### config.mk
export PLATFORM = sky130hd
export DESIGN_NAME = ext_periph_subsys
export DESIGN_NICKNAME = d
export VERILOG_FILES = /design/src/source/ext_periph_pkg.sv /design/src/source/reg_access_if.sv /design/src/source/reg_addr_decode.sv /design/src/source/gpio_cnt.sv /design/src/source/power_switch_emu.sv /design/src/source/reg_rsp_mux.sv /design/src/source/ext_periph_subsys.sv
export SDC_FILE = /design/constraint.sdc
export NUM_CORES = 1
export LEC_CHECK = 0
export ABC_AREA = 1
export BUFFER_PORTS_ARGS = -buffer_cell sky130_fd_sc_hd__buf_4
export CELL_PAD_IN_SITES_DETAIL_PLACEMENT = 0
export CELL_PAD_IN_SITES_GLOBAL_PLACEMENT = 2
export CORE_ASPECT_RATIO = 1.5
export CORE_UTILIZATION = 31
export CTS_CLUSTER_SIZE = 20
export DETAILED_ROUTE_END_ITERATION = 10
export PLACE_DENSITY_LB_ADDON = 0.1
export SLEW_MARGIN = 15
export SYNTH_ARGS = -nofsm -noshare
export SYNTH_HDL_FRONTEND = slang
export SYNTH_SLANG_ARGS = --single-unit
### constraint.sdc
create_clock -name clk_i -period 2.8 [get_ports clk_i]
set_clock_uncertainty 0.15 [all_clocks]
set_input_delay 0.28 -clock clk_i [delete_from_list [all_inputs] [get_ports clk_i]]
set_output_delay 0.28 -clock clk_i [all_outputs]
set_load 0.05 [all_outputs]
### src/source/ext_periph_pkg.sv
// widths and types shared by the external peripheral subsystem
// address map, peripheral indices and register word offsets
package ext_periph_pkg;

  typedef logic [31:0] reg_addr_t;
  typedef logic [31:0] reg_data_t;

  // word offset inside a window, address bits 7:2
  typedef logic [5:0] reg_offset_t;

  localparam int unsigned NUM_PERIPHS = 2;

  // one bit per peripheral, indexed as below
  typedef logic [NUM_PERIPHS-1:0] periph_sel_t;
  typedef logic [NUM_PERIPHS-1:0] intr_vec_t;

  localparam int unsigned GPIO_CNT_IDX = 0;
  localparam int unsigned PWR_SW_IDX   = 1;

  // address map
  localparam reg_addr_t GPIO_CNT_BASE = 32'h0000_0000;
  localparam reg_addr_t PWR_SW_BASE   = 32'h0000_0100;
  localparam reg_addr_t PERIPH_WINDOW = 32'd256;

  // gpio counter registers
  localparam reg_offset_t GPIO_CNT_CTRL   = 6'd0;
  localparam reg_offset_t GPIO_CNT_MAX    = 6'd1;
  // read-only
  localparam reg_offset_t GPIO_CNT_VALUE  = 6'd2;
  // bit 0 pending, write 1 to clear
  localparam reg_offset_t GPIO_CNT_STATUS = 6'd3;

  // power switch registers
  localparam reg_offset_t PWR_SW_REQ    = 6'd0;
  // read-only, end of the ack delay line
  localparam reg_offset_t PWR_SW_ACK    = 6'd1;
  // bit 0 pending, write 1 to clear
  localparam reg_offset_t PWR_SW_STATUS = 6'd2;

endpackage

### src/source/reg_access_if.sv
// decoded register access from the decode stage
// to the peripherals and the result stage
interface reg_access_if ();
  import ext_periph_pkg::*;

  logic        valid;
  logic        we;
  periph_sel_t sel;
  reg_offset_t offset;
  reg_data_t   wdata;
  // set when the address hit no window
  logic        err;

  modport decoder (
    output valid, we, sel, offset, wdata, err
  );

  modport periph (
    input valid, we, sel, offset, wdata
  );

  modport result (
    input valid, sel, err
  );

endinterface

### src/source/reg_addr_decode.sv
// request decode stage
// matches the address against the map and registers the access
module reg_addr_decode (
  input  logic                      clk_i,
  input  logic                      rst_i,
  input  logic                      req_i,
  input  logic                      req_we_i,
  input  ext_periph_pkg::reg_addr_t req_addr_i,
  input  ext_periph_pkg::reg_data_t req_wdata_i,
  reg_access_if.decoder             acc_o
);
  import ext_periph_pkg::*;

  periph_sel_t sel_d;

  // true when addr falls inside the window starting at base
  function automatic logic in_window(reg_addr_t addr, reg_addr_t base);
    return (addr >= base) && (addr < base + PERIPH_WINDOW);
  endfunction

  always_comb begin
    sel_d = '0;
    sel_d[GPIO_CNT_IDX] = in_window(req_addr_i, GPIO_CNT_BASE);
    sel_d[PWR_SW_IDX]   = in_window(req_addr_i, PWR_SW_BASE);
  end

  always_ff @(posedge clk_i) begin
    if (rst_i) begin
      acc_o.valid <= 1'b0;
    end else begin
      acc_o.valid <= req_i;
    end
  end

  // payload only loads on a request strobe
  always_ff @(posedge clk_i) begin
    if (req_i) begin
      acc_o.we     <= req_we_i;
      acc_o.sel    <= sel_d;
      acc_o.offset <= req_addr_i[7:2];
      acc_o.wdata  <= req_wdata_i;
      acc_o.err    <= ~|sel_d;
    end
  end

endmodule

### src/source/gpio_cnt.sv
// gpio rising-edge counter peripheral
// ctrl, max, value and status registers with a pending interrupt
module gpio_cnt #(
  parameter ext_periph_pkg::reg_data_t CNT_MAX_RESET = 32'd2048
) (
  input  logic                      clk_i,
  input  logic                      rst_i,
  reg_access_if.periph              acc_i,
  input  logic                      gpio_i,
  output logic                      gpio_o,
  output ext_periph_pkg::reg_data_t rdata_o,
  output logic                      intr_o
);
  import ext_periph_pkg::*;

  logic      cnt_en_q;
  reg_data_t cnt_max_q;
  reg_data_t cnt_value_q;
  logic      pending_q;
  logic      gpio_q;
  logic      wr_en;
  logic      edge_cnt;
  logic      cnt_wrap;

  assign wr_en    = acc_i.valid & acc_i.we & acc_i.sel[GPIO_CNT_IDX];
  // counted edge, only while enabled
  assign edge_cnt = cnt_en_q & gpio_i & ~gpio_q;
  assign cnt_wrap = edge_cnt & ((cnt_value_q + 32'd1) >= cnt_max_q);

  always_ff @(posedge clk_i) begin
    if (rst_i) begin
      cnt_en_q    <= 1'b0;
      cnt_max_q   <= CNT_MAX_RESET;
      cnt_value_q <= '0;
      pending_q   <= 1'b0;
      gpio_q      <= 1'b0;
      gpio_o      <= 1'b0;
    end else begin
      gpio_q <= gpio_i;
      // one-cycle pulse on the edge that wraps the count
      gpio_o <= cnt_wrap;

      if (cnt_wrap) begin
        cnt_value_q <= '0;
      end else if (edge_cnt) begin
        cnt_value_q <= cnt_value_q + 32'd1;
      end

      if (wr_en && (acc_i.offset == GPIO_CNT_CTRL)) begin
        cnt_en_q <= acc_i.wdata[0];
      end
      if (wr_en && (acc_i.offset == GPIO_CNT_MAX)) begin
        cnt_max_q <= acc_i.wdata;
      end

      // a new wrap wins over a clear in the same cycle
      if (cnt_wrap) begin
        pending_q <= 1'b1;
      end else if (wr_en && (acc_i.offset == GPIO_CNT_STATUS) && acc_i.wdata[0]) begin
        pending_q <= 1'b0;
      end
    end
  end

  // read data at the current offset
  always_comb begin
    rdata_o = '0;
    case (acc_i.offset)
      GPIO_CNT_CTRL:   rdata_o[0] = cnt_en_q;
      GPIO_CNT_MAX:    rdata_o = cnt_max_q;
      GPIO_CNT_VALUE:  rdata_o = cnt_value_q;
      GPIO_CNT_STATUS: rdata_o[0] = pending_q;
      default:         rdata_o = '0;
    endcase
  end

  assign intr_o = pending_q;

endmodule

### src/source/power_switch_emu.sv
// power switch emulator with per-domain active-low requests
// acknowledge delay line and interrupt on acknowledge change
module power_switch_emu #(
  parameter int unsigned NUM_DOMAINS        = 2,
  parameter int unsigned SWITCH_ACK_LATENCY = 15
) (
  input  logic                      clk_i,
  input  logic                      rst_i,
  reg_access_if.periph              acc_i,
  output logic [NUM_DOMAINS-1:0]    switch_n_o,
  output logic [NUM_DOMAINS-1:0]    ack_n_o,
  output ext_periph_pkg::reg_data_t rdata_o,
  output logic                      intr_o
);
  import ext_periph_pkg::*;

  localparam int unsigned LINE_W = SWITCH_ACK_LATENCY * NUM_DOMAINS;

  logic [NUM_DOMAINS-1:0]        switch_n_q;
  // delay line, stage 0 in the low bits
  logic [LINE_W-1:0]             ack_line_q;
  // request followed by every stage of the line
  logic [LINE_W+NUM_DOMAINS-1:0] ack_chain;
  // value the last stage takes on the next edge
  logic [NUM_DOMAINS-1:0]        ack_next;
  logic                          pending_q;
  logic                          wr_en;

  assign wr_en     = acc_i.valid & acc_i.we & acc_i.sel[PWR_SW_IDX];
  assign ack_chain = {ack_line_q, switch_n_q};
  assign ack_next  = ack_chain[LINE_W-1 -: NUM_DOMAINS];

  always_ff @(posedge clk_i) begin
    if (rst_i) begin
      // all domains off
      switch_n_q <= '1;
      ack_line_q <= '1;
      pending_q  <= 1'b0;
    end else begin
      if (wr_en && (acc_i.offset == PWR_SW_REQ)) begin
        switch_n_q <= acc_i.wdata[NUM_DOMAINS-1:0];
      end

      // shift by one stage per cycle
      ack_line_q <= ack_chain[LINE_W-1:0];

      // flag the edge on which ack_n_o changes
      if (ack_next != ack_n_o) begin
        pending_q <= 1'b1;
      end else if (wr_en && (acc_i.offset == PWR_SW_STATUS) && acc_i.wdata[0]) begin
        pending_q <= 1'b0;
      end
    end
  end

  assign switch_n_o = switch_n_q;
  assign ack_n_o    = ack_line_q[LINE_W-1 -: NUM_DOMAINS];

  // read data at the current offset, zero above the domain bits
  always_comb begin
    rdata_o = '0;
    case (acc_i.offset)
      PWR_SW_REQ: begin
        rdata_o[NUM_DOMAINS-1:0] = switch_n_q;
      end
      PWR_SW_ACK: begin
        rdata_o[NUM_DOMAINS-1:0] = ack_n_o;
      end
      PWR_SW_STATUS: begin
        rdata_o[0] = pending_q;
      end
      default: begin
        rdata_o = '0;
      end
    endcase
  end

  assign intr_o = pending_q;

endmodule

### src/source/reg_rsp_mux.sv
// result stage
// picks the addressed peripheral's read data and registers the response
module reg_rsp_mux (
  input  logic                      clk_i,
  input  logic                      rst_i,
  reg_access_if.result              acc_i,
  input  ext_periph_pkg::reg_data_t gpio_rdata_i,
  input  ext_periph_pkg::reg_data_t pwr_rdata_i,
  output logic                      rsp_valid_o,
  output ext_periph_pkg::reg_data_t rsp_rdata_o,
  output logic                      rsp_error_o
);
  import ext_periph_pkg::*;

  reg_data_t rdata_sel;

  always_comb begin
    // no window hit, as on a decode error, returns zero data
    rdata_sel = '0;
    if (acc_i.sel[GPIO_CNT_IDX]) begin
      rdata_sel = gpio_rdata_i;
    end else if (acc_i.sel[PWR_SW_IDX]) begin
      rdata_sel = pwr_rdata_i;
    end
  end

  always_ff @(posedge clk_i) begin
    if (rst_i) begin
      rsp_valid_o <= 1'b0;
      rsp_error_o <= 1'b0;
    end else begin
      rsp_valid_o <= acc_i.valid;
      rsp_error_o <= acc_i.valid & acc_i.err;
    end
  end

  // data holds between responses
  always_ff @(posedge clk_i) begin
    if (acc_i.valid) begin
      rsp_rdata_o <= rdata_sel;
    end
  end

endmodule

### src/source/ext_periph_subsys.sv
// external peripheral subsystem top level
// decode stage, gpio counter, power switch emulator and result stage
module ext_periph_subsys #(
  parameter int unsigned               NUM_DOMAINS        = 2,
  parameter int unsigned               SWITCH_ACK_LATENCY = 15,
  parameter ext_periph_pkg::reg_data_t CNT_MAX_RESET      = 32'd2048
) (
  input  logic                      clk_i,
  input  logic                      rst_i,
  // register bus request
  input  logic                      req_i,
  input  logic                      req_we_i,
  input  ext_periph_pkg::reg_addr_t req_addr_i,
  input  ext_periph_pkg::reg_data_t req_wdata_i,
  // register bus response
  output logic                      rsp_valid_o,
  output ext_periph_pkg::reg_data_t rsp_rdata_o,
  output logic                      rsp_error_o,
  input  logic                      gpio_i,
  output logic                      gpio_o,
  output logic [NUM_DOMAINS-1:0]    pwr_switch_n_o,
  output logic [NUM_DOMAINS-1:0]    pwr_ack_n_o,
  output ext_periph_pkg::intr_vec_t intr_o
);
  import ext_periph_pkg::*;

  reg_data_t gpio_rdata;
  reg_data_t pwr_rdata;
  logic      gpio_intr;
  logic      pwr_intr;

  reg_access_if acc_if ();

  reg_addr_decode reg_addr_decode_inst (
    .clk_i       (clk_i),
    .rst_i       (rst_i),
    .req_i       (req_i),
    .req_we_i    (req_we_i),
    .req_addr_i  (req_addr_i),
    .req_wdata_i (req_wdata_i),
    .acc_o       (acc_if.decoder)
  );

  gpio_cnt #(
    .CNT_MAX_RESET (CNT_MAX_RESET)
  ) gpio_cnt_inst (
    .clk_i   (clk_i),
    .rst_i   (rst_i),
    .acc_i   (acc_if.periph),
    .gpio_i  (gpio_i),
    .gpio_o  (gpio_o),
    .rdata_o (gpio_rdata),
    .intr_o  (gpio_intr)
  );

  power_switch_emu #(
    .NUM_DOMAINS        (NUM_DOMAINS),
    .SWITCH_ACK_LATENCY (SWITCH_ACK_LATENCY)
  ) power_switch_emu_inst (
    .clk_i      (clk_i),
    .rst_i      (rst_i),
    .acc_i      (acc_if.periph),
    .switch_n_o (pwr_switch_n_o),
    .ack_n_o    (pwr_ack_n_o),
    .rdata_o    (pwr_rdata),
    .intr_o     (pwr_intr)
  );

  reg_rsp_mux reg_rsp_mux_inst (
    .clk_i        (clk_i),
    .rst_i        (rst_i),
    .acc_i        (acc_if.result),
    .gpio_rdata_i (gpio_rdata),
    .pwr_rdata_i  (pwr_rdata),
    .rsp_valid_o  (rsp_valid_o),
    .rsp_rdata_o  (rsp_rdata_o),
    .rsp_error_o  (rsp_error_o)
  );

  // interrupt lines at their peripheral index
  always_comb begin
    intr_o = '0;
    intr_o[GPIO_CNT_IDX] = gpio_intr;
    intr_o[PWR_SW_IDX]   = pwr_intr;
  end

endmodule

==> results.ini <==
[global_route]
grt_pass1_vias = 7026
grt_first_pass_wirelength_um = 37600
antenna_found_initial = 0
grtUsageTotal_pct = 18.7
overflow = 0
grt_max_degree = 44

[logic_synthesis]
synth_top_cell_by_area = edfxtp_1
seq_area_frac_synth_pct = 52.8
postSynthRegisterBits = 178
post_synth.cell_area_avg_sq_um = 8.66
ys_warn_count = 0
postSynthCellCount = 941
synthTopCellsByArea = edfxtp_1 (27%), dfxtp_1 (26%), nand2_1 (6.9%)
synth.lib_cells_used.distinct = 39
synthDominantCellAreaShare_pct = 27.3
mappedNetlistArea_sq_um = 8150
synth_fp_nets = 1043

[floorplan]
number_of_top_level_design_ports = 110
floorplan.initialDensity_pct = 31.5
core_sq_um = 25900
die_footprint_sq_um = 27000
die_height_um = 201
floorplan.rows = 72
dieWidth_um = 134

[worst_setup_path]
worst_path_max_delay_cell = dfxtp_2
start_kind = flip-flop
critical_path_arrival_ns = 3.18
criticalPathCategory = reg -> reg
cp_data_required_time_ns = 2.99
cpPeakStageDelay_ns = 0.36
critical_path.max_fanout = 6
kind_of_end_point_of_the_critical_path = flip-flop
worst_setup_path_startpoint = gpio_cnt_inst.cnt_value_q[1]
startpoint_of_the_most_critical_register_to_register_path = gpio_cnt_inst.cnt_value_q[1]
worstPathCellList = buf_6, nand3_4, nor2_4, nand2_2, buf_6, nor2_4, buf_6, nand3_1, nand2_1, inv_2, ha_4, nand2_1, inv_1, buf_4, nand4_1, nor2_1, nand2_1, nand2_2, nand2_2, nand2_4, buf_12, buf_8, nor2_1
worst_path_dominant_cell_family = simple AND/OR/NAND/NOR gates
critical_path_buf_inv_count = 8

[final_layout]
multi_input_comb_area_sq_um = 3550
mostFrequentLayoutCell = buf_4
fin_nets = 1312
filler_cell_count = 2630
final_util_pct = 45.8
final-seq-area_sq_um = 4330
post_route_cells_drive_above_1_share_pct = 34.6
layout.cell_area.non_filler_sq_um = 11800
layout.cells.most_common_list = buf_4 (233), inv_1 (141), nand2_1 (130)
antenna_cells_inserted = 0
area_growth_pct = 45.1

[outcome]
outcome = finished with violations
violated_checks = setup timing

[flow_run]
timing.max_cap.violations = 0

[routing]
drt_first_pass_iters = 4
routed_wirelength_um = 23800
vias_after_detailed_routing = 6904
drc = 0
detailedRoute.firstIterationViolations = 319
post_drt_wl_per_cell_um = 15.3
drt-vias-per-instance = 4.44
drt.antenna.violating_nets = 0

[timing]
least_margin_pin_slew_ns = 0.691
finalMaxSlewViolations = 0
min_period_over_period_pct = 107
finalSetupViolCount = 34
timing_hold_violations_final = 0
period_needed_ns = 3.00
headroom_to_the_max_slew_limit_pct = 53.9
setup_repair_after_global_routing_missed_its_margin = yes
final_critical_path_setup_slack_ns = -0.195
fmaxAchievable_mhz = 334

[cts]
tritoncts_clock_tree = done
clock_tree.buffer_depth = 2
worst_skew_pair.late_latency_ns = 0.45
h-tree-depth = 4
cts_made_buffers = 17
cts_root_buf = clkbuf_16
clk_transition_reported_paths_ns = 0.08
cts.sink_count = 178

[placement]
port-buffer-count = 107
detailed_place.area_sq_um = 10100
place.detailed.hpwl_um = 17000
gpl.final_weighted_congestion = 0.820

[power_and_ir_drop]
total_leakage_power_uw = 0.00498
power_per_cell_area_nw_per_um2 = 476
vdd_drop_max_uv = 409

[min_path]
holdCritStartpoint = req_addr_i[26]
timing.hold.worst.class = in -> reg

==> final cells by class <==
class	instances	area share, %
inverters	152	4.82
clock buffers	17	3.60
repair buffers	285	19.8
multi-input cells	576	30.0
flip-flops and latches	178	36.6
well taps	333	3.52
clock inverters	15	1.72
==> Yosys cell counts <==
cell        n
clkinv_1    1
o22ai_1    32
a21o_1      1
nand3b_1    1
edfxtp_1   74
o31ai_1     1
nor3_2     10
or2_2      29
o211ai_1    1
nor3_4      1
a21oi_1    44
xor2_1     19
o221ai_1    2
buf_4       4
buf_2       5
nor2_1    108
clkbuf_1   22
nor2_4      4
nand2_1   150
and2_1      5
o21a_1      1
ha_1       33
inv_1     147
nor3_1     12
a22oi_1     1
nand4_1    10
buf_1       4
dfxtp_1   104
a31oi_1     1
inv_2       4
nand3_1    27
nand3_2     2
nand4_2     1
nor2_2      4
nand2_2     4
o21ai_0    40
o21ai_1    25
nor4_1      5
xnor2_1     2
==> where the power goes <==
part / switching (uW) / leakage (uW) / internal (uW) / total, uW
registers: 21.0 / 0.00157 / 2760 / 2780
logic: 174 / 0.00311 / 148 / 322
clock network: 1280 / 0.000303 / 1240 / 2520
total: 1470 / 0.00498 / 4150 / 5630
==> worst register-to-register path, cell delays in order, from the launching register on <==
cell and delay, ns:
dfxtp_2 0.36, buf_6 0.11, nand3_4 0.08, nor2_4 0.15
nand2_2 0.09, buf_6 0.13, nor2_4 0.11, buf_6 0.12
nand3_1 0.06, nand2_1 0.10, inv_2 0.05, ha_4 0.26
nand2_1 0.04, inv_1 0.07, buf_4 0.11, nand4_1 0.15
nor2_1 0.14, nand2_1 0.08, nand2_2 0.07, nand2_2 0.06
nand2_4 0.11, buf_12 0.13, buf_8 0.12, nor2_1 0.04
==> final timing paths <==
check	cells after the start	slack, ns	endpoint
hold reg to reg	1	0.26	power_switch_emu_inst.ack_line_q[8]
hold / removal	3	0.03	reg_addr_decode_inst.acc_o.err
setup / recovery	23	-0.20	gpio_cnt_inst.cnt_value_q[9]
setup reg to reg	23	-0.20	gpio_cnt_inst.cnt_value_q[9]
==> registers in the layout, summed over array words and instances (netlist names), 2 cells and up <==
signal / flops
power_switch_emu_inst.ack_line_q: 30
reg_addr_decode_inst.acc_o.sel: 2
reg_addr_decode_inst.acc_o.wdata: 32
reg_rsp_mux_inst.rsp_rdata_o: 32
reg_addr_decode_inst.acc_o.offset: 6
gpio_cnt_inst.cnt_value_q: 32
gpio_cnt_inst.cnt_max_q: 32
power_switch_emu_inst.switch_n_o: 2
==> metal layers <==
layer	GRT usage, %	wire length, um	vias up
met3	3.43	663	20
met4	6.98	369	0
met1	20.2	9460	3173
met2	35.4	13400	118
li1	-	-	3593
met5	0	0	-
==> metrics by stage <==
stage	setup WS, ns	hold slack [ns]	setup TNS (ns)	std cells	power (uW)
after floorplan	0.0305	0.229	0	941	2950
after global placement	-0.370	0.241	-11.65	1462	3100
after detailed placement	-0.404	0.242	-12.54	1462	3110
after CTS	-0.270	0.0230	-8.76	1550	5720
after global routing	-0.394	0.0289	-12.67	1556	5840
final	-0.195	0.0303	-5.77	1556	5630
==> logic make-up after synthesis <==
family / after synthesis / synth area share (%)
adder cells (fa/ha/maj): 33 / 5.06
AND/OR/NAND/NOR: 373 / 21.1
buffers and inverters: 187 / 8.87
AO/OA/AOI/OAI: 149 / 9.90
flip-flops: 178 / 52.8
XOR/XNOR: 21 / 2.26
==> what timing repair did <==
action                                  in CTS  in global routing
endpoints found under the hold margin       42                  0
gates cloned                                 2                  0
gates resized for setup                     60                 66
hold buffers                                41                  0
buffers inserted                            13                  7
endpoints found under the setup margin      34                 34
pin swaps                                   15                 23
Power figures use the tool's default switching activity.
